### config.mk
export PLATFORM = sky130hd
export DESIGN_NAME = tcdm_bank
export DESIGN_NICKNAME = d
export VERILOG_FILES = /design/src/design/log_ic_pkg.sv /design/src/design/tcdm_bank.sv
export SDC_FILE = /design/constraint.sdc
export NUM_CORES = 2
export LEC_CHECK = 0
export CORE_UTILIZATION = 35
export CTS_CLUSTER_DIAMETER = 200
export DETAILED_ROUTE_END_ITERATION = 10
export DONT_BUFFER_PORTS = 1
export PLACE_DENSITY = 0.48
export SLEW_MARGIN = 15
export SYNTH_ARGS = -nofsm -noshare
export SYNTH_HDL_FRONTEND = slang
export SYNTH_SLANG_ARGS = --single-unit
### constraint.sdc
create_clock -name clk_i -period 3.8 [get_ports clk_i]
set_input_delay 0.57 -clock clk_i [delete_from_list [all_inputs] [get_ports clk_i]]
set_output_delay 0.57 -clock clk_i [all_outputs]
set_load 0.01 [all_outputs]
### src/design/log_ic_pkg.sv
package log_ic_pkg;

  // low address bits that select a byte inside one word
  localparam int unsigned BYTE_OFF_W = 2;

  // default data width, one 32-bit word
  localparam int unsigned DEFAULT_DW = 32;

  // default core byte address width
  localparam int unsigned DEFAULT_AW = 16;

  // access kind as carried on the wen lines
  // wen is active low on the bus: 0 writes, 1 reads
  typedef enum logic {
    OP_WRITE = 1'b0,
    OP_READ  = 1'b1
  } op_e;

endpackage

### src/design/tcdm_bank.sv
`timescale 1ns/1ps

module tcdm_bank
  import log_ic_pkg::*;
#(
  parameter  int unsigned DW         = DEFAULT_DW,
  parameter  int unsigned BANK_WORDS = 64,
  localparam int unsigned WA_W       = (BANK_WORDS > 1) ? $clog2(BANK_WORDS) : 1
) (
  input  logic            clk_i,
  input  logic            req_i,
  input  logic [WA_W-1:0] add_i,    // word address
  input  op_e             wen_i,
  input  logic [DW-1:0]   wdata_i,
  input  logic [DW/8-1:0] be_i,
  output logic [DW-1:0]   rdata_o
);

  logic [DW-1:0] mem_q [BANK_WORDS];

  always_ff @(posedge clk_i) begin
    if (req_i) begin
      if (wen_i == OP_WRITE) begin
        // only enabled bytes change
        for (int unsigned i = 0; i < DW/8; i++) begin
          if (be_i[i]) begin
            mem_q[add_i][i*8 +: 8] <= wdata_i[i*8 +: 8];
          end
        end
      end else begin
        rdata_o <= mem_q[add_i];  // valid next cycle
      end
    end
  end

endmodule

==> out/results.tsv <==
stage	metric	value	unit
cells_and_area	P&R area growth vs syn	17.63	%
clock_tree	clk root buf	clkbuf_16	
sta	Setup Viol. Count Final	975	
detailed_routing	antenna viol nets, final	0	
cells_and_area	nets	5103	
placed_design	DP HPWL	184200	um
critical_path	CP Launch Type	primary input	
cells_and_area	layout cells sized above 1	18.23	%
grt	antenna violations before repair	14	
clock_tree	latest clock arrival within the worst-skew pair	0.89	ns
synth	most common flop cell mapped by yosys	edfxtp_1	
sta	Least-Margin Pin Slew	3.277	ns
detailed_routing	Remaining DRCs	0	
critical_path	critical-path maximum fanout	376	
detailed_routing	DR WL/cell	35.17	um
detailed_routing	WL final	289700	um
die	Die Ht	479.0	um
sta	final hold slack	0.04738	ns
synth	Mapped Cells	4670	
cells_and_area	fill cell count	20440	
synth	Avg Inst Size Synth	17.05	um^2
die	io pins	77	
sta	final period utilization	129.8	%
worst_hold_path	Hold WC Path Type	in -> reg	
grt	largest net degree at the start of global routing	377	
placed_design	Final GP Congestion	0.8548	
synth	register area share after synthesis	78.42	%
die	die boundary width	479.0	um
synth	number of synthesized flops with an enable pin	2080	
die	Starting Density	35.31	%
power_and_ir_drop	Worst IR Drop VDD	0.5111	mV
detailed_routing	total number of vias	48570	
placed_design	Placed Cells	7803	
clock_tree	CTS tree	done	
power_and_ir_drop	pwr dens	515.3	mW/mm^2
synth	synthesis warning total	0	
sta	max_slew headroom	-118.5	%
clock_tree	htree depth	4	
sta	Worst Slack Setup Final	-1.133	ns
cells_and_area	Final Cell Area	0.09368	mm^2
clock_tree	Reg clk slew, reported paths	0.06	ns
synth	synthesized area	0.07965	mm^2
sta	final hold viol count	0	
status	failing checks	slew limit, setup timing	
synth	synth unique cells	57	
critical_path	CP Data Arrival Time	5.56	ns
die	Rows	174	
sta	fin crit period	4.933	ns
sta	Max Clk Rate	202.7	MHz
synth	Mapped Nets	4715	
synth	number of synthesized register bits	2080	
clock_tree	TritonCTS Buffers	211	
critical_path	Setup Crit Path Kind	in -> reg	
synth	Async S/R FF share, synth	0	%
grt	global-route wire length before repair	394300	um
detailed_routing	DR vias/cell	5.897	
clock_tree	maximum clock path buffer count	3	
die	die area	0.2295	mm^2
status	status	finished, violations left	
grt	vias in the first global route	46700	
clock_tree	Post-CTS Setup Repair Bufs	0	
die	core area	0.2255	mm^2
critical_path	Critical Path RT	4.42	ns
cells_and_area	post-route insts no fill	8237	
critical_path	CP Capture Type	flip-flop	
detailed_routing	Initial DRC Count	6144	
placed_design	port bufs	0	
clock_tree	cts repair resizes	0	
sta	RSZ-0062 raised after global routing	no	
clock_tree	clk sink count	2080	
placed_design	placed inst area	0.08612	mm^2
power_and_ir_drop	Lkg Pwr	29.88	nW
grt	Total GRT Usage	24.81	%
detailed_routing	DRT Pass-1 Iters	8	
grt	grt total ovfl	0	
flow_run	Max Cap Viol	0	
sta	Setup Skew	0.04678	ns
sta	Final Max Slew Viols	199	
[cells in the final DEF (no fill, tap or decap), types with 38 or more instances in the layout]
master,n
o22ai_1,160
mux2i_1,229
nor2_1,359
a21oi_1,90
nand2_1,122
o21ai_0,109
clkbuf_16,212
a22oi_1,321
nor3_1,38
a221o_1,54
clkinv_1,60
mux2_2,85
a221oi_1,295
edfxtp_1,2080
a22o_1,40
buf_4,481
clkbuf_1,55
[synth_stat cells (all sizes together), types with 2 or more instances]
cell | n | area [um^2]
nor4 | 5 | 31.28
nor3 | 42 | 210.2
or3 | 25 | 156.4
inv | 4 | 15.02
and3b | 2 | 17.52
nand2b | 6 | 40.04
nand3 | 11 | 55.05
a221o | 54 | 540.5
mux2i | 229 | 2292
nand4 | 15 | 93.84
and3 | 5 | 31.28
a311oi | 28 | 245.2
o32ai | 33 | 289.0
buf | 183 | 959.7
mux4 | 4 | 90.09
o221ai | 10 | 87.58
o211ai | 18 | 135.1
o31ai | 3 | 22.52
o22ai | 160 | 1001
clkbuf | 187 | 701.9
nor3b | 3 | 22.52
a222oi | 16 | 160.2
nand2 | 126 | 473.0
a211oi | 37 | 277.8
a2111oi | 5 | 43.79
a22oi | 321 | 2410
a221oi | 295 | 2584
or4 | 26 | 195.2
and2 | 4 | 27.53
a22o | 40 | 350.3
nor2b | 6 | 37.54
nor2 | 367 | 1380
a31oi | 22 | 137.6
o311a | 2 | 20.02
o21ai | 109 | 545.5
edfxtp | 2080 | 62460
a21oi | 90 | 450.4
mux2 | 85 | 957.2
[area by class of cell]
cell class	count	area [um^2]	area share [%]
sequential	2080	62460	66.67
multi-input combinational	2215	15670	16.73
clock buffer	267	5512	5.883
timing repair buffer	545	5112	5.457
tap	2992	3744	3.996
clock inverter	128	1141	1.218
inverter	5	28.78	0.03072
antenna	5	12.51	0.01336
[registers in the layout, indices dropped and copies added (netlist names)]
name     count
rdata_o     32
mem_q     2048
[final timing paths]
path                           startpoint                      end  slack [ns]  cells past startpoint
setup / recovery                 add_i[2]    rdata_o[18]$_DFFE_PP_       -1.13                      7
hold / removal                wdata_i[25]  mem_q[30][25]$_DFFE_PP_        0.05                      1
setup reg to reg   mem_q[49][4]$_DFFE_PP_     rdata_o[4]$_DFFE_PP_        1.27                      5
hold reg to reg   mem_q[59][22]$_DFFE_PP_    rdata_o[22]$_DFFE_PP_        0.75                      3
[report_power, final]
part	total, mW	switching (mW)	internal, mW
sequential	25.4	0.0915	25.3
clock	20.3	9.01	11.3
combinational	2.55	1.74	0.810
[cells by family after synthesis]
logic type	synth area share, %
DFF	78.42
buffers and inverters	2.110
muxes	4.193
and+or+nand+nor	3.532
AOI/OAI and AO/OA	11.74
[routing by layer]
metal | wire length [um] | up-vias | GRT usage (%)
li1 | - | 20120 | -
met4 | 11060 | 4 | 9.131
met3 | 24040 | 398 | 4.687
met2 | 133300 | 2367 | 38.89
met1 | 121200 | 25680 | 34.27
met5 | 27 | - | 0
[metrics by stage]
| stage | util, % | TNS [ns] | setup slack (ns) | power [mW] |
|---|---|---|---|---|
| floorplan | - | 0 | 0.9553 | 27.04 |
| global placement | 38.18 | 0 | 0.1089 | 27.90 |
| detailed placement | 38.18 | 0 | 0.07936 | 27.90 |
| CTS | 41.53 | 0 | 1.041 | 48.51 |
| global route | 41.53 | 0 | 0.8239 | 49.43 |
| finish | 41.54 | -286.00 | -1.133 | 48.28 |
[what timing repair did]
item | CTS | global route
hold endpoints to repair | 2050 | 0
hold buffers | 34 | 0
setup endpoints to repair | 0 | 0
[worst max-delay path, stage by stage]
cell,delay [ns]
and3_2,1.54
buf_4,0.31
a22o_1,0.21
a221o_1,0.26
o21ai_0,0.35
o211ai_1,0.29
or4_1,0.46
No activity file was read; power rests on OpenSTA's default activity.
