`config.mk`:
```
export PLATFORM = sky130hd
export DESIGN_NAME = log_interconnect
export DESIGN_NICKNAME = d
export VERILOG_FILES = /design/src/design/log_ic_pkg.sv /design/src/design/bank_rr_arbiter.sv /design/src/design/log_interconnect.sv
export SDC_FILE = /design/constraint.sdc
export NUM_CORES = 1
export LEC_CHECK = 0
export BUFFER_PORTS_ARGS = -buffer_cell sky130_fd_sc_hd__buf_2
export CAP_MARGIN = 20
export CORE_AREA = 2 2 253 255
export DETAILED_ROUTE_END_ITERATION = 12
export DIE_AREA = 0 0 255 257
export MAX_ROUTING_LAYER = met4
export PLACE_DENSITY = 0.45
export SYNTH_ARGS = -nofsm -noshare
export SYNTH_HDL_FRONTEND = slang
export SYNTH_SLANG_ARGS = --single-unit
```
`constraint.sdc`:
```
create_clock -name clk_i -period 6.2 [get_ports clk_i]
set_input_delay 1.86 -clock clk_i [delete_from_list [all_inputs] [get_ports clk_i]]
set_output_delay 1.86 -clock clk_i [all_outputs]
set_load 0.02 [all_outputs]
```
`src/design/log_ic_pkg.sv`:
```
package log_ic_pkg;

  // low address bits that select a byte inside one word
  localparam int unsigned BYTE_OFF_W = 2;

  // default data width, one 32-bit word
  localparam int unsigned DEFAULT_DW = 32;

  // default core byte address width
  localparam int unsigned DEFAULT_AW = 16;

  // access kind as carried on the wen lines
  // wen is active low on the bus: 0 writes, 1 reads
  typedef enum logic {
    OP_WRITE = 1'b0,
    OP_READ  = 1'b1
  } op_e;

endpackage

```
`src/design/bank_rr_arbiter.sv`:
```
`timescale 1ns/1ps

module bank_rr_arbiter #(
  parameter  int unsigned N_CORE = 4,
  localparam int unsigned IDX_W  = (N_CORE > 1) ? $clog2(N_CORE) : 1
) (
  input  logic              clk_i,
  input  logic              rst_n_i,
  input  logic [N_CORE-1:0] req_i,
  output logic [N_CORE-1:0] gnt_o,
  output logic [IDX_W-1:0]  idx_o
);

  logic [IDX_W-1:0] ptr_q;  // first core looked at this cycle
  logic [IDX_W-1:0] cand;
  logic             found;

  // scan upward from the pointer, wrapping at N_CORE
  always_comb begin
    gnt_o = '0;
    idx_o = '0;
    found = 1'b0;
    cand  = '0;
    for (int unsigned k = 0; k < N_CORE; k++) begin
      cand = IDX_W'((32'(ptr_q) + k) % N_CORE);
      if (!found && req_i[cand]) begin
        found       = 1'b1;
        idx_o       = cand;
        gnt_o[cand] = 1'b1;
      end
    end
  end

  // after a grant the winner goes to the back of the queue
  always_ff @(posedge clk_i) begin
    if (!rst_n_i) begin
      ptr_q <= '0;
    end else if (found) begin
      if (32'(idx_o) == N_CORE - 1) begin
        ptr_q <= '0;  // wrap
      end else begin
        ptr_q <= idx_o + 1'b1;
      end
    end
  end

endmodule

```
`src/design/log_interconnect.sv`:
```
`timescale 1ns/1ps

module log_interconnect
  import log_ic_pkg::*;
#(
  parameter  int unsigned N_CORE     = 4,
  parameter  int unsigned N_BANK     = 4,
  parameter  int unsigned AW         = DEFAULT_AW,
  parameter  int unsigned DW         = DEFAULT_DW,
  parameter  int unsigned BANK_WORDS = 64,
  localparam int unsigned CORE_W     = (N_CORE > 1) ? $clog2(N_CORE) : 1,
  localparam int unsigned BANK_W     = (N_BANK > 1) ? $clog2(N_BANK) : 1,
  localparam int unsigned WA_W       = (BANK_WORDS > 1) ? $clog2(BANK_WORDS) : 1
) (
  input  logic                             clk_i,
  input  logic                             rst_n_i,
  // core side
  input  logic [N_CORE-1:0]                core_req_i,
  input  logic [N_CORE-1:0][AW-1:0]        core_add_i,
  input  logic [N_CORE-1:0]                core_wen_i,
  input  logic [N_CORE-1:0][DW-1:0]        core_wdata_i,
  input  logic [N_CORE-1:0][DW/8-1:0]      core_be_i,
  output logic [N_CORE-1:0]                core_gnt_o,
  output logic [N_CORE-1:0]                core_r_valid_o,
  output logic [N_CORE-1:0][DW-1:0]        core_r_rdata_o,
  // bank side
  output logic [N_BANK-1:0]                mem_req_o,
  output logic [N_BANK-1:0][WA_W-1:0]      mem_add_o,
  output op_e  [N_BANK-1:0]                mem_wen_o,
  output logic [N_BANK-1:0][DW-1:0]        mem_wdata_o,
  output logic [N_BANK-1:0][DW/8-1:0]      mem_be_o,
  input  logic [N_BANK-1:0][DW-1:0]        mem_rdata_i
);

  logic [N_CORE-1:0][AW-1:0]     core_word;  // byte address without the offset
  logic [N_CORE-1:0][BANK_W-1:0] core_bank;
  logic [N_CORE-1:0][WA_W-1:0]   core_wadd;

  logic [N_BANK-1:0][N_CORE-1:0] bank_req;
  logic [N_BANK-1:0][N_CORE-1:0] bank_gnt;
  logic [N_BANK-1:0][CORE_W-1:0] bank_win;

  // word interleaving: low word bits pick the bank
  for (genvar c = 0; c < N_CORE; c++) begin : g_decode
    assign core_word[c] = core_add_i[c] >> BYTE_OFF_W;
    assign core_bank[c] = BANK_W'(core_word[c] % N_BANK);
    assign core_wadd[c] = WA_W'(core_word[c] / N_BANK);  // truncated to bank depth
  end

  for (genvar b = 0; b < N_BANK; b++) begin : g_bank
    for (genvar c = 0; c < N_CORE; c++) begin : g_req
      assign bank_req[b][c] = core_req_i[c] && (32'(core_bank[c]) == b);
    end

    bank_rr_arbiter #(
      .N_CORE ( N_CORE )
    ) i_arb (
      .clk_i   ( clk_i       ),
      .rst_n_i ( rst_n_i     ),
      .req_i   ( bank_req[b] ),
      .gnt_o   ( bank_gnt[b] ),
      .idx_o   ( bank_win[b] )
    );

    // winner's fields onto the bank port
    assign mem_req_o[b]   = |bank_req[b];
    assign mem_add_o[b]   = core_wadd[bank_win[b]];
    assign mem_wen_o[b]   = op_e'(core_wen_i[bank_win[b]]);
    assign mem_wdata_o[b] = core_wdata_i[bank_win[b]];
    assign mem_be_o[b]    = core_be_i[bank_win[b]];
  end

  // a core targets one bank at most, so OR-ing is safe
  always_comb begin
    core_gnt_o = '0;
    for (int unsigned b = 0; b < N_BANK; b++) begin
      core_gnt_o = core_gnt_o | bank_gnt[b];
    end
  end

  // response path, one cycle behind the grant
  for (genvar c = 0; c < N_CORE; c++) begin : g_rsp
    logic              rsp_vld_q;
    logic [BANK_W-1:0] rsp_bank_q;
    op_e               rsp_op_q;

    always_ff @(posedge clk_i) begin
      if (!rst_n_i) begin
        rsp_vld_q  <= 1'b0;
        rsp_bank_q <= '0;
        rsp_op_q   <= OP_WRITE;
      end else begin
        rsp_vld_q <= core_gnt_o[c];
        if (core_gnt_o[c]) begin
          rsp_bank_q <= core_bank[c];
          rsp_op_q   <= op_e'(core_wen_i[c]);
        end
      end
    end

    assign core_r_valid_o[c] = rsp_vld_q;
    // writes answer with zero data
    assign core_r_rdata_o[c] = (rsp_vld_q && rsp_op_q == OP_READ) ?
                               mem_rdata_i[rsp_bank_q] : '0;
  end

endmodule

```
==> flow_metrics.py, run 1 <==
metrics = {
    "pwr": {
        "static-leakage-power_uw": 0.00891,
        "worst_ir_drop_vdd_mv": 0.149,
        "power_per_cell_area_nw_per_um2": 305,
    },
    "synth": {
        "synthesis.yosys.warnings": 0,
        "synth-edff-count": 0,
        "yosysTopAreaCellShare_pct": 24.2,
        "synth.yosys.seq_area_share_pct": 3.92,
        "synthesis.area_um2": 12300,
        "synthesis.area_per_instance_um2": 7.27,
        "synth.net_count": 2059,
        "synthArstFlopShare_pct": 0,
        "netlist.top_cell.by_area": "sky130_fd_sc_hd__mux4_2",
        "postSynthCellCount": 1687,
        "count_of_cell_types_in_the_netlist": 82,
        "synth-seq-cells": 24,
        "synth_flop_cell": "sky130_fd_sc_hd__dfxtp_1",
        "synthTopCellsByArea": "sky130_fd_sc_hd__mux4_2 (24%), sky130_fd_sc_hd__nand2_1 (12%), sky130_fd_sc_hd__a211oi_1 (11%)",
    },
    "placed_design": {
        "hpwl_mm": 57.7,
        "routabilityCongestion": 0.983,
        "io_buffers": 625,
        "post-place-cells": 3175,
    },
    "detailed_routing": {
        "via_count": 17500,
        "postRouteAntennaNets": 0,
        "detail_route.iter0.violations": 1322,
        "vias_per_cell": 5.42,
        "avgRoutedWirePerCell_um": 24.4,
        "remaining_drc_errors": 0,
        "firstDrtPassIters": 7,
        "routed_wirelength_mm": 79.0,
    },
    "die": {
        "area_of_the_die_um2": 65500,
        "pin_count": 658,
        "floorplan.die.width_um": 255,
        "die_h_um": 257,
        "effective_utilization_at_floorplan_pct": 19.6,
        "floorplan.core_area_um2": 62700,
        "rows": 92,
    },
    "critical_path": {
        "crit_family": "buffers and inverters",
        "cpMaxStageDelayCell": "sky130_fd_sc_hd__or3b_4",
        "critical-path-max-stage-delay_ps": 430,
        "path_cells": "buf_8, or3b_4, and3_4, o211a_1, nor4_2, buf_4, buf_6, o22a_4, buf_12, buf_16, buf_12, a211oi_2, a31oi_1, buf_4",
        "cp_data_required_time_ps": 4340,
        "worstSetupPathDepth": 14,
        "path_max_fanout": 7,
        "crit_arrival_ps": 4410,
        "end_kind": "primary output",
        "worstSetupStartpointType": "primary input",
        "path_buf_inv": 7,
        "r2r_end": "g_rsp[3].rsp_bank_q[0]",
        "regToRegStartpoint": "g_bank[3].i_arb.ptr_q[1]",
        "regToRegSetupSlack_ps": 2340,
        "critPathKind": "primary input to primary output",
        "crit_path_launch": "core_add_i[35]",
        "timing.reg2reg.worst_path_depth": 12,
        "endpoint": "mem_be_o[1]",
    },
    "sta": {
        "setup_viol_count_final": 13,
        "max_slew_margin_pct": 29.2,
        "final_max_slew_viol_count": 0,
        "max_freq_ghz": 0.159,
        "skew_ps": 10.0,
        "period_share_pct": 101,
        "time_the_final_worst_path_needs_with_i_o_delays_and_setup_ps": 6270,
        "grt_setup_unrepaired": "true",
        "worst-slew-pin-transition_ps": 1060,
        "timing.final.hold_violations": 0,
        "setup_ws_ps": -72.1,
        "tns_ps": -411,
    },
    "cts": {
        "cts_root_buf": "sky130_fd_sc_hd__clkbuf_16",
        "clkTransAtPathRegs_ps": 80,
        "tritoncts_num_sinks": 24,
        "htree_num_levels": 1,
        "cts_max_path_buffers": 2,
        "cts_made_buffers": 3,
        "cts_tree": "done",
        "clk-insertion-delay-late_ps": 280,
    },
    "cells_and_area": {
        "post_route_cells_drive_above_1_share_pct": 52.4,
        "layout.area.seq_um2": 490,
        "multi_input_area_um2": 12000,
        "fillers": 6726,
        "post_layout_cell_count": 3236,
        "fin_nets": 2747,
        "areaGrowthSynthToFinish_pct": 61.2,
        "postLayoutCoreUtil_pct": 31.5,
    },
    "grt": {
        "initial_antenna_violation_count": 17,
        "wire_length_of_the_first_global_routing_pass_mm": 109,
        "vias_in_the_first_global_route": 16800,
        "gr-usage-all-layers_pct": 22.2,
        "grt_start_max_net_pins": 54,
        "grt.overflow.total": 0,
    },
    "run": {
        "max_cap_viol_count": 0,
    },
    "outcome": {
        "violations": "negative setup slack",
        "status": "finished, violations left",
    },
    "hold_path": {
        "worstHoldPathType": "flip-flop to flip-flop",
    },
}
## power breakdown
| part | switching, uW | total (uW) | internal (uW) | leakage, uW |
|---|---|---|---|---|
| sequential | 275 | 480 | 205 | 0.000201 |
| clock | 70.6 | 200 | 129 | 0.0000512 |
| combinational | 2990 | 5340 | 2350 | 0.00866 |
| total | 3340 | 6020 | 2690 | 0.00891 |
## logic make-up (layout without fill, tap and decap cells)
family / count (synthesis) / count (layout) / share of synthesized area (%)
other: 0 / 16 / 0
xor gates and xnor gates: 5 / 5 / 0.357
muxes: 152 / 152 / 25.9
AOI/OAI and AO/OA: 448 / 450 / 25.8
and+or+nand+nor: 811 / 811 / 34.0
buffers and inverters: 221 / 906 / 7.40
DFF: 24 / 24 / 3.92
adders and majority gates: 26 / 26 / 2.65
## worst min-delay path: cells and delay by family, from the launching register on
family / cells / cell delay (ps)
DFF: 1 / 310
muxes: 1 / 50
and+or+nand+nor: 1 / 50
## Yosys cell counts (4+ instances only)
master                       n
sky130_fd_sc_hd__and3_1    136
sky130_fd_sc_hd__and3b_1     6
sky130_fd_sc_hd__nor3_1      9
sky130_fd_sc_hd__nand2_1   392
sky130_fd_sc_hd__o211a_1     6
sky130_fd_sc_hd__nand3b_1    6
sky130_fd_sc_hd__nand3_1    20
sky130_fd_sc_hd__a21oi_1     9
sky130_fd_sc_hd__nor2_1     17
sky130_fd_sc_hd__a211oi_1  177
sky130_fd_sc_hd__a31oi_1   174
sky130_fd_sc_hd__xnor2_1     5
sky130_fd_sc_hd__nor2b_1     4
sky130_fd_sc_hd__o211ai_1   10
sky130_fd_sc_hd__a22oi_1     7
sky130_fd_sc_hd__nand4_1     8
sky130_fd_sc_hd__clkbuf_1  147
sky130_fd_sc_hd__or3_1       4
sky130_fd_sc_hd__o21ai_0    17
sky130_fd_sc_hd__buf_4       7
sky130_fd_sc_hd__mux2i_1    19
sky130_fd_sc_hd__ha_1       26
sky130_fd_sc_hd__and2_1    176
sky130_fd_sc_hd__buf_1      18
sky130_fd_sc_hd__mux4_2    132
sky130_fd_sc_hd__inv_1      16
sky130_fd_sc_hd__dfxtp_1    24
sky130_fd_sc_hd__buf_2      28
sky130_fd_sc_hd__a32oi_1     6
## sequential cells by signal, indices dropped and copies added, names as in the netlist
signal	flops
g_rsp.rsp_bank_q	8
g_bank.i_arb.ptr_q	8
g_rsp.rsp_vld_q	4
g_rsp.rsp_op_q	4
## layout make-up
type	instances	area share (%)
repair buffers	884	30.4
diodes	16	0.202
inverters	18	0.342
clock inverters	1	0.152
multi-input cells	1444	60.7
well taps	846	5.35
clock buffers	3	0.380
flip-flops and latches	24	2.48
## timing repair
item	in CTS	in global routing
setup buffers	11	20
hold buffers	0	0
gates cloned	6	8
gates resized for setup	111	184
setup endpoints to repair	119	144
pin swaps	15	58
## worst min-delay path by stage
stage                        endpoint  cells past startpoint  slack (ps)         startpoint
global placement    g_rsp[3].rsp_op_q                      2         450  g_rsp[3].rsp_op_q
finish              g_rsp[2].rsp_op_q                      2         460  g_rsp[2].rsp_op_q
floorplan           g_rsp[3].rsp_op_q                      2         480  g_rsp[3].rsp_op_q
detailed placement  g_rsp[3].rsp_op_q                      2         450  g_rsp[3].rsp_op_q
CTS                 g_rsp[2].rsp_op_q                      2         460  g_rsp[2].rsp_op_q
global route        g_rsp[3].rsp_op_q                      2         490  g_rsp[3].rsp_op_q
## placed cells by master, fill, tap and decap left out, types with 11 or more instances in the layout
cell,count
sky130_fd_sc_hd__and2_1,167
sky130_fd_sc_hd__diode_2,16
sky130_fd_sc_hd__a211oi_2,78
sky130_fd_sc_hd__and3_1,134
sky130_fd_sc_hd__buf_12,32
sky130_fd_sc_hd__buf_2,551
sky130_fd_sc_hd__a211oi_1,96
sky130_fd_sc_hd__a31oi_2,48
sky130_fd_sc_hd__mux4_2,132
sky130_fd_sc_hd__a31oi_1,125
sky130_fd_sc_hd__ha_1,26
sky130_fd_sc_hd__dfxtp_1,16
sky130_fd_sc_hd__mux2i_1,16
sky130_fd_sc_hd__nand2_2,11
sky130_fd_sc_hd__buf_6,36
sky130_fd_sc_hd__nor2_1,16
sky130_fd_sc_hd__nand3_1,19
sky130_fd_sc_hd__o21ai_0,15
sky130_fd_sc_hd__buf_4,247
sky130_fd_sc_hd__nand2_1,379
sky130_fd_sc_hd__inv_1,16
## stage by stage
step,area (um^2),total power [uW],hold WS [ps],worst slack (ps)
finish,19800,6020,458,-72.1
global route,19800,6350,492,-165
CTS,18800,5680,464,-25.6
detailed placement,18000,5160,451,-216
global placement,18000,5120,447,-198
floorplan,12500,3150,478,16.7
## metal layers
metal  GRT usage (%)  wire, um  up-vias
met5               -         0        -
met4            9.08      2980        0
met3            3.84      5810      133
met2            36.4     37700      879
met1            26.9     32500     8661
li1                -         -     7851
Note: power is estimated with default switching activity, not from simulation.
==> run 2: changes to the inputs <==
--- a/config.mk
+++ b/config.mk
@@ -11,7 +11,9 @@
 export DETAILED_ROUTE_END_ITERATION = 12
 export DIE_AREA = 0 0 255 257
 export MAX_ROUTING_LAYER = met4
-export PLACE_DENSITY = 0.45
+export PLACE_DENSITY = 0.43
+export SLEW_MARGIN = 20
 export SYNTH_ARGS = -nofsm -noshare
 export SYNTH_HDL_FRONTEND = slang
+export SYNTH_HIERARCHICAL = 1
 export SYNTH_SLANG_ARGS = --single-unit
==> run 2 against run 1 <==
  * The flow still finishes with violations (negative setup slack)
  * Critical path depth shrank 3
  * Cell count shrank 22%
  * Maximum frequency up 1.0%
  * Total power fell by 16%
  * Via count is 26% lower
  * Count of clock-buffer cells in the layout up 1
  * Worst setup slack improved by 62 ps
  * Global-route usage is 5.2 points lower
  * Critical path type unchanged
  * Critical endpoint is now mem_wdata_o[101]
  * Largest cell class unchanged
  * Largest power group unchanged
==> flow_metrics.py, run 2 <==
metrics = {
    "outcome": {
        "status": "finished, violations left",
        "violations": "negative setup slack",
    },
    "critical_path": {
        "path_cells": "buf_4, and3_4, buf_4, mux2_4, mux2_4, o31ai_4, buf_4, buf_12, buf_12, mux4_2, buf_6",
        "end_kind": "primary output",
        "worstSetupStartpointType": "primary input",
        "critical-path-max-stage-delay_ps": 540,
        "crit_arrival_ps": 4350,
        "cpMaxStageDelayCell": "sky130_fd_sc_hd__mux4_2",
        "crit_path_frequent_cell": "sky130_fd_sc_hd__buf_4",
        "cp_data_required_time_ps": 4340,
        "critPathKind": "primary input to primary output",
        "path_max_fanout": 8,
    },
    "synth": {
        "synth.yosys.seq_area_share_pct": 4.33,
        "synth.net_count": 1390,
        "synth-seq-cells": 24,
        "count_of_cell_types_in_the_netlist": 52,
        "yosys.cell_count.top_type": "sky130_fd_sc_hd__mux2i_1",
        "synthesis.area_per_instance_um2": 10.8,
        "synthesis.area_um2": 11100,
        "yosysTopAreaCellShare_pct": 37.4,
        "synthArstFlopShare_pct": 0,
        "post_synth_most_frequent_cells": "sky130_fd_sc_hd__mux2i_1 (281), sky130_fd_sc_hd__mux4_2 (184), sky130_fd_sc_hd__o22ai_1 (131)",
        "synthTopCellsByArea": "sky130_fd_sc_hd__mux4_2 (37%), sky130_fd_sc_hd__mux2i_1 (25%), sky130_fd_sc_hd__o22ai_1 (7.4%)",
        "synth-edff-count": 0,
        "netlist.top_cell.by_area": "sky130_fd_sc_hd__mux4_2",
        "postSynthCellCount": 1023,
        "synth_flop_cell": "sky130_fd_sc_hd__dfxtp_1",
        "synthesis.yosys.warnings": 6,
    },
    "die": {
        "floorplan.core_area_um2": 62700,
        "die_h_um": 257,
        "rows": 92,
        "area_of_the_die_um2": 65500,
        "effective_utilization_at_floorplan_pct": 17.7,
        "pin_count": 658,
        "floorplan.die.width_um": 255,
    },
    "pwr": {
        "power_per_cell_area_nw_per_um2": 304,
        "static-leakage-power_uw": 0.00683,
        "worst_ir_drop_vdd_mv": 0.178,
        "overall_power_uw": 5050,
    },
    "sta": {
        "timing.final.hold_violations": 0,
        "skew_ps": 4.04,
        "time_the_final_worst_path_needs_with_i_o_delays_and_setup_ps": 6210,
        "max_slew_margin_pct": 31.2,
        "worst-slew-pin-transition_ps": 1030,
        "setup_viol_count_final": 1,
        "final_max_slew_viol_count": 0,
        "period_share_pct": 100,
        "max_freq_ghz": 0.161,
        "grt_setup_unrepaired": "true",
        "final_hold_slack_ps": 490,
        "setup_ws_ps": -9.61,
    },
    "placed_design": {
        "detailed_place.area_um2": 15700,
        "io_buffers": 625,
        "hpwl_mm": 45.5,
        "routabilityCongestion": 0.965,
    },
    "grt": {
        "initial_antenna_violation_count": 7,
        "grt_start_max_net_pins": 53,
        "gr-usage-all-layers_pct": 17.0,
        "vias_in_the_first_global_route": 12800,
        "wire_length_of_the_first_global_routing_pass_mm": 83.6,
        "grt.overflow.total": 0,
    },
    "cts": {
        "cts_max_path_buffers": 2,
        "htree_num_levels": 1,
        "cts.hold.buffers_added": 0,
        "cts_root_buf": "sky130_fd_sc_hd__clkbuf_16",
        "clk-insertion-delay-late_ps": 280,
        "clkTransAtPathRegs_ps": 70,
        "tritoncts_num_sinks": 24,
        "cts_made_buffers": 3,
        "cts_tree": "done",
    },
    "cells_and_area": {
        "layout_commonest_cell": "sky130_fd_sc_hd__buf_2",
        "most-common-layout-cells": "sky130_fd_sc_hd__buf_2 (583), sky130_fd_sc_hd__mux2i_1 (281), sky130_fd_sc_hd__mux4_2 (184)",
        "postLayoutCoreUtil_pct": 26.5,
        "areaGrowthSynthToFinish_pct": 49.7,
        "fillers": 6731,
        "fin_nets": 2043,
        "post_route_cells_drive_above_1_share_pct": 60.4,
        "finish.instance_area_um2": 16600,
    },
    "run": {
        "max_cap_viol_count": 0,
    },
    "detailed_routing": {
        "remaining_drc_errors": 0,
        "via_count": 12900,
        "vias_per_cell": 5.11,
        "postRouteAntennaNets": 0,
        "detail_route.iter0.violations": 1185,
        "routed_wirelength_mm": 59.9,
        "avgRoutedWirePerCell_um": 23.7,
        "firstDrtPassIters": 7,
    },
    "hold_path": {
        "worstHoldPathType": "flip-flop to flip-flop",
    },
}
run 2: cell count changes after synthesis, sizes merged, moves of 16 or more:
cell    delta
a221o     +16
clkbuf   -107
buf       +28
and3     -130
mux2i    +262
a31oi    -171
o22ai    +129
and2     -177
mux4      +52
nand2    -354
a211oi   -178
run 2: worst paths after layout:
path	startpoint	to	slack [ps]	cells after the start
hold / removal	g_rsp[1].rsp_op_q	g_rsp[1].rsp_op_q	490	2
hold reg to reg	g_rsp[1].rsp_op_q	g_rsp[1].rsp_op_q	490	2
setup / recovery	core_add_i[18]	mem_wdata_o[101]	-10	11
setup reg to reg	flip-flop	g_rsp[2].rsp_op_q	2660	11
run 2: layout make-up:
class                           count  area, um^2  share of cell area, %
Antenna cell                        5        12.5                 0.0754
Clock buffer                        4         100                  0.603
Inverter                           17        63.8                  0.384
Multi-Input combinational cell    858        9880                   59.6
Sequential cell                    24         495                   2.99
Tap cell                          846        1060                   6.38
Timing Repair Buffer              772        4980                   30.0
run 2: worst max-delay path, delay by kind of cell:
kind | cells | cell delay (ps)
mux | 3 | 1110
buf+inv | 6 | 910
compound gates | 1 | 250
simple gates | 1 | 190
run 2: routing by layer:
layer  track usage, %  up-vias  part of all wire, %
met2             27.6      632                   48
met4             4.29        0                  2.5
met3             3.17       72                  7.7
li1                 -     5657                    -
met5                -        -                    0
met1             21.7     6559                   42
run 2: repair_timing:
action,CTS,global route
cloned,5,5
pin swaps,6,10
setup buffers,2,22
hold endpoints to repair,0,0
setup endpoints to repair,52,113
resized for setup,15,97
run 2: per-stage QoR:
| step | std cells | worst slack, ps | setup TNS, ps |
|---|---|---|---|
| after floorplan | 1023 | 239 | 0 |
| after global routing | 2526 | -82.8 | -2720 |
| final | 2526 | -9.61 | -9.61 |
| after CTS | 2497 | -52.1 | -1160 |
| after detailed placement | 2486 | -109 | -1340 |
| after global placement | 2486 | -65.1 | -308 |
run 2: power breakdown:
part	internal, uW	leakage, uW	switching, uW	total, uW
registers	204	0.000201	236	440
logic	2190	0.00658	2240	4420
clock network	113	0.0000493	75.7	189
total	2500	0.00683	2550	5050
run 2: cell families after synthesis:
logic type	count (synthesis)	share of synthesized area [%]
XOR/XNOR	3	0.440
buffers and inverters	141	7.75
multiplexers	471	63.5
adder cells (fa/ha/maj)	21	2.37
AO/OA/AOI/OAI	215	13.2
flip-flops	24	4.33
AND/OR/NAND/NOR	148	8.39
==> run 3: changes to the inputs <==
==> constraint.sdc (replaced) <==
create_clock -name clk_i -period 6.2 [get_ports clk_i]
set_input_delay 0.62 -clock clk_i [delete_from_list [all_inputs] [get_ports clk_i]]
set_output_delay 0.62 -clock clk_i [all_outputs]
set_load 0.02 [all_outputs]
==> run 3 against run 2 <==
  * The run now ends clean
  * Wire length decreased by 7.5%
  * Clock power decreased by 22%
  * Non-clock buffer count shrank 123
  * Flip-flop and latch count unchanged
  * Global-route usage decreased by 0.94 points
  * Die area unchanged
==> flow_metrics.py, run 3 (same netlist as run 2, synthesis figures left out) <==
metrics = {
    "die": {
        "pin_count": 658,
        "effective_utilization_at_floorplan_pct": 17.7,
        "floorplan.core_area_um2": 62700,
        "area_of_the_die_um2": 65500,
        "rows": 92,
        "floorplan.die.width_um": 255,
        "die_h_um": 257,
    },
    "detailed_routing": {
        "via_count": 12400,
        "vias_per_cell": 5.15,
        "met2WireLength_mm": 27.3,
        "routed.top_layer": "met4",
        "firstDrtPassIters": 5,
        "remaining_drc_errors": 0,
        "detail_route.iter0.violations": 1180,
        "postRouteAntennaNets": 0,
        "routed_wirelength_mm": 55.4,
        "met1_length_mm": 23.2,
        "avgRoutedWirePerCell_um": 23.0,
        "met3_length_mm": 4.18,
    },
    "sta": {
        "setup_ws_ps": 1400,
        "setup_viol_count_final": 0,
        "final_max_slew_viol_count": 0,
        "skew_ps": 3.02,
        "worst-slew-pin-transition_ps": 1030,
        "tns_ps": 0,
        "timing.final.hold_violations": 0,
        "final_hold_slack_ps": 486,
        "period_share_pct": 77.4,
        "max_freq_ghz": 0.208,
        "max_slew_margin_pct": 31.3,
        "grt_setup_unrepaired": "false",
        "time_the_final_worst_path_needs_with_i_o_delays_and_setup_ps": 4800,
    },
    "cells_and_area": {
        "fin_nets": 1920,
        "postLayoutCoreUtil_pct": 23.7,
        "finish.instance_area_um2": 14900,
        "areaGrowthSynthToFinish_pct": 34.3,
        "layout_commonest_cell": "sky130_fd_sc_hd__buf_2",
        "most-common-layout-cells": "sky130_fd_sc_hd__buf_2 (625), sky130_fd_sc_hd__mux2i_1 (281), sky130_fd_sc_hd__mux4_2 (184)",
        "post_route_cells_drive_above_1_share_pct": 56.4,
    },
    "cts": {
        "tritoncts_num_sinks": 24,
        "clkTransAtPathRegs_ps": 70,
        "cts_max_path_buffers": 2,
        "number_of_post_cts_setup_repair_buffers": 0,
        "cts_root_buf": "sky130_fd_sc_hd__clkbuf_16",
        "htree_num_levels": 1,
        "cts.hold.buffers_added": 0,
        "cts_tree": "done",
        "clk-insertion-delay-late_ps": 260,
        "post_cts_resize_count": 0,
        "cts_made_buffers": 3,
    },
    "hold_path": {
        "worstHoldPathType": "flip-flop to flip-flop",
    },
    "critical_path": {
        "end_kind": "primary output",
        "cp_data_required_time_ps": 5580,
        "worstSetupStartpointType": "flip-flop",
        "critPathKind": "flip-flop to primary output",
        "path_max_fanout": 36,
        "crit_arrival_ps": 4180,
    },
    "grt": {
        "gr-usage-all-layers_pct": 16.1,
        "vias_in_the_first_global_route": 12100,
        "initial_antenna_violation_count": 9,
        "grt_start_max_net_pins": 46,
        "grt.overflow.total": 0,
        "wire_length_of_the_first_global_routing_pass_mm": 79.6,
    },
    "placed_design": {
        "io_buffers": 625,
        "detailed_place.area_um2": 14800,
        "routabilityCongestion": 0.981,
        "hpwl_mm": 42.8,
        "dp_slack_ps": 1360,
    },
    "pwr": {
        "power_per_cell_area_nw_per_um2": 286,
        "worst_ir_drop_vdd_mv": 0.179,
        "static-leakage-power_uw": 0.00595,
    },
    "outcome": {
        "status": "finished, final reports clean",
    },
    "run": {
        "max_cap_viol_count": 0,
    },
}
==> run 3: cell types whose count changed in the layout (fill, tap and decap cells not counted), moves of 6 or more <==
cell,before,now
sky130_fd_sc_hd__buf_12,22,3
sky130_fd_sc_hd__buf_6,45,0
sky130_fd_sc_hd__buf_4,110,21
sky130_fd_sc_hd__buf_2,583,625
sky130_fd_sc_hd__clkbuf_16,9,3
==> run 3: area by class of cell <==
type	instances	area [um^2]
multi-input combinational	858	9820
tap	846	1060
clock inverter	1	3.75
antenna	7	17.5
fill	6853	47900
inverter	17	63.8
sequential	24	495
timing repair buffer	649	3350
clock buffer	3	75.1
==> run 3: final timing paths <==
check,from,end,slack (ps),depth (start not counted)
max,flip-flop,mem_wdata_o[21],1400,8
min reg2reg,g_rsp[3].rsp_bank_q[1],g_rsp[3].rsp_bank_q[1],490,2
max reg2reg,flip-flop,g_rsp[1].rsp_bank_q[1],2600,9
min,g_rsp[3].rsp_bank_q[1],g_rsp[3].rsp_bank_q[1],490,2
==> run 3: per-layer routing <==
layer / global-route usage (%) / up-vias
met5: - / -
met3: 2.71 / 59
met4: 2.31 / 0
li1: - / 5391
met2: 26.9 / 646
met1: 20.6 / 6293
==> run 3: through the flow <==
| step | cells | power (uW) |
|---|---|---|
| floorplan | 1023 | 3080 |
| global placement | 2394 | 4100 |
| detailed placement | 2394 | 4120 |
| CTS | 2398 | 4290 |
| global route | 2405 | 4500 |
| finish | 2405 | 4250 |
==> run 3: report_power, final <==
| part | switching (uW) | total (uW) | internal, uW | leakage, uW |
|---|---|---|---|---|
| sequential | 186 | 391 | 204 | 0.000201 |
| combinational | 2090 | 3710 | 1620 | 0.00571 |
| clock | 61.9 | 148 | 86.5 | 0.0000386 |
==> run 3: worst max-delay path: stages (launching register included) <==
cell                      delay, ps
sky130_fd_sc_hd__dfxtp_1        720
sky130_fd_sc_hd__inv_2          160
sky130_fd_sc_hd__ha_1           670
sky130_fd_sc_hd__mux2i_1        150
sky130_fd_sc_hd__or3_1          380
sky130_fd_sc_hd__nand3_4        240
sky130_fd_sc_hd__buf_4          680
sky130_fd_sc_hd__mux4_2         640
sky130_fd_sc_hd__buf_2          190
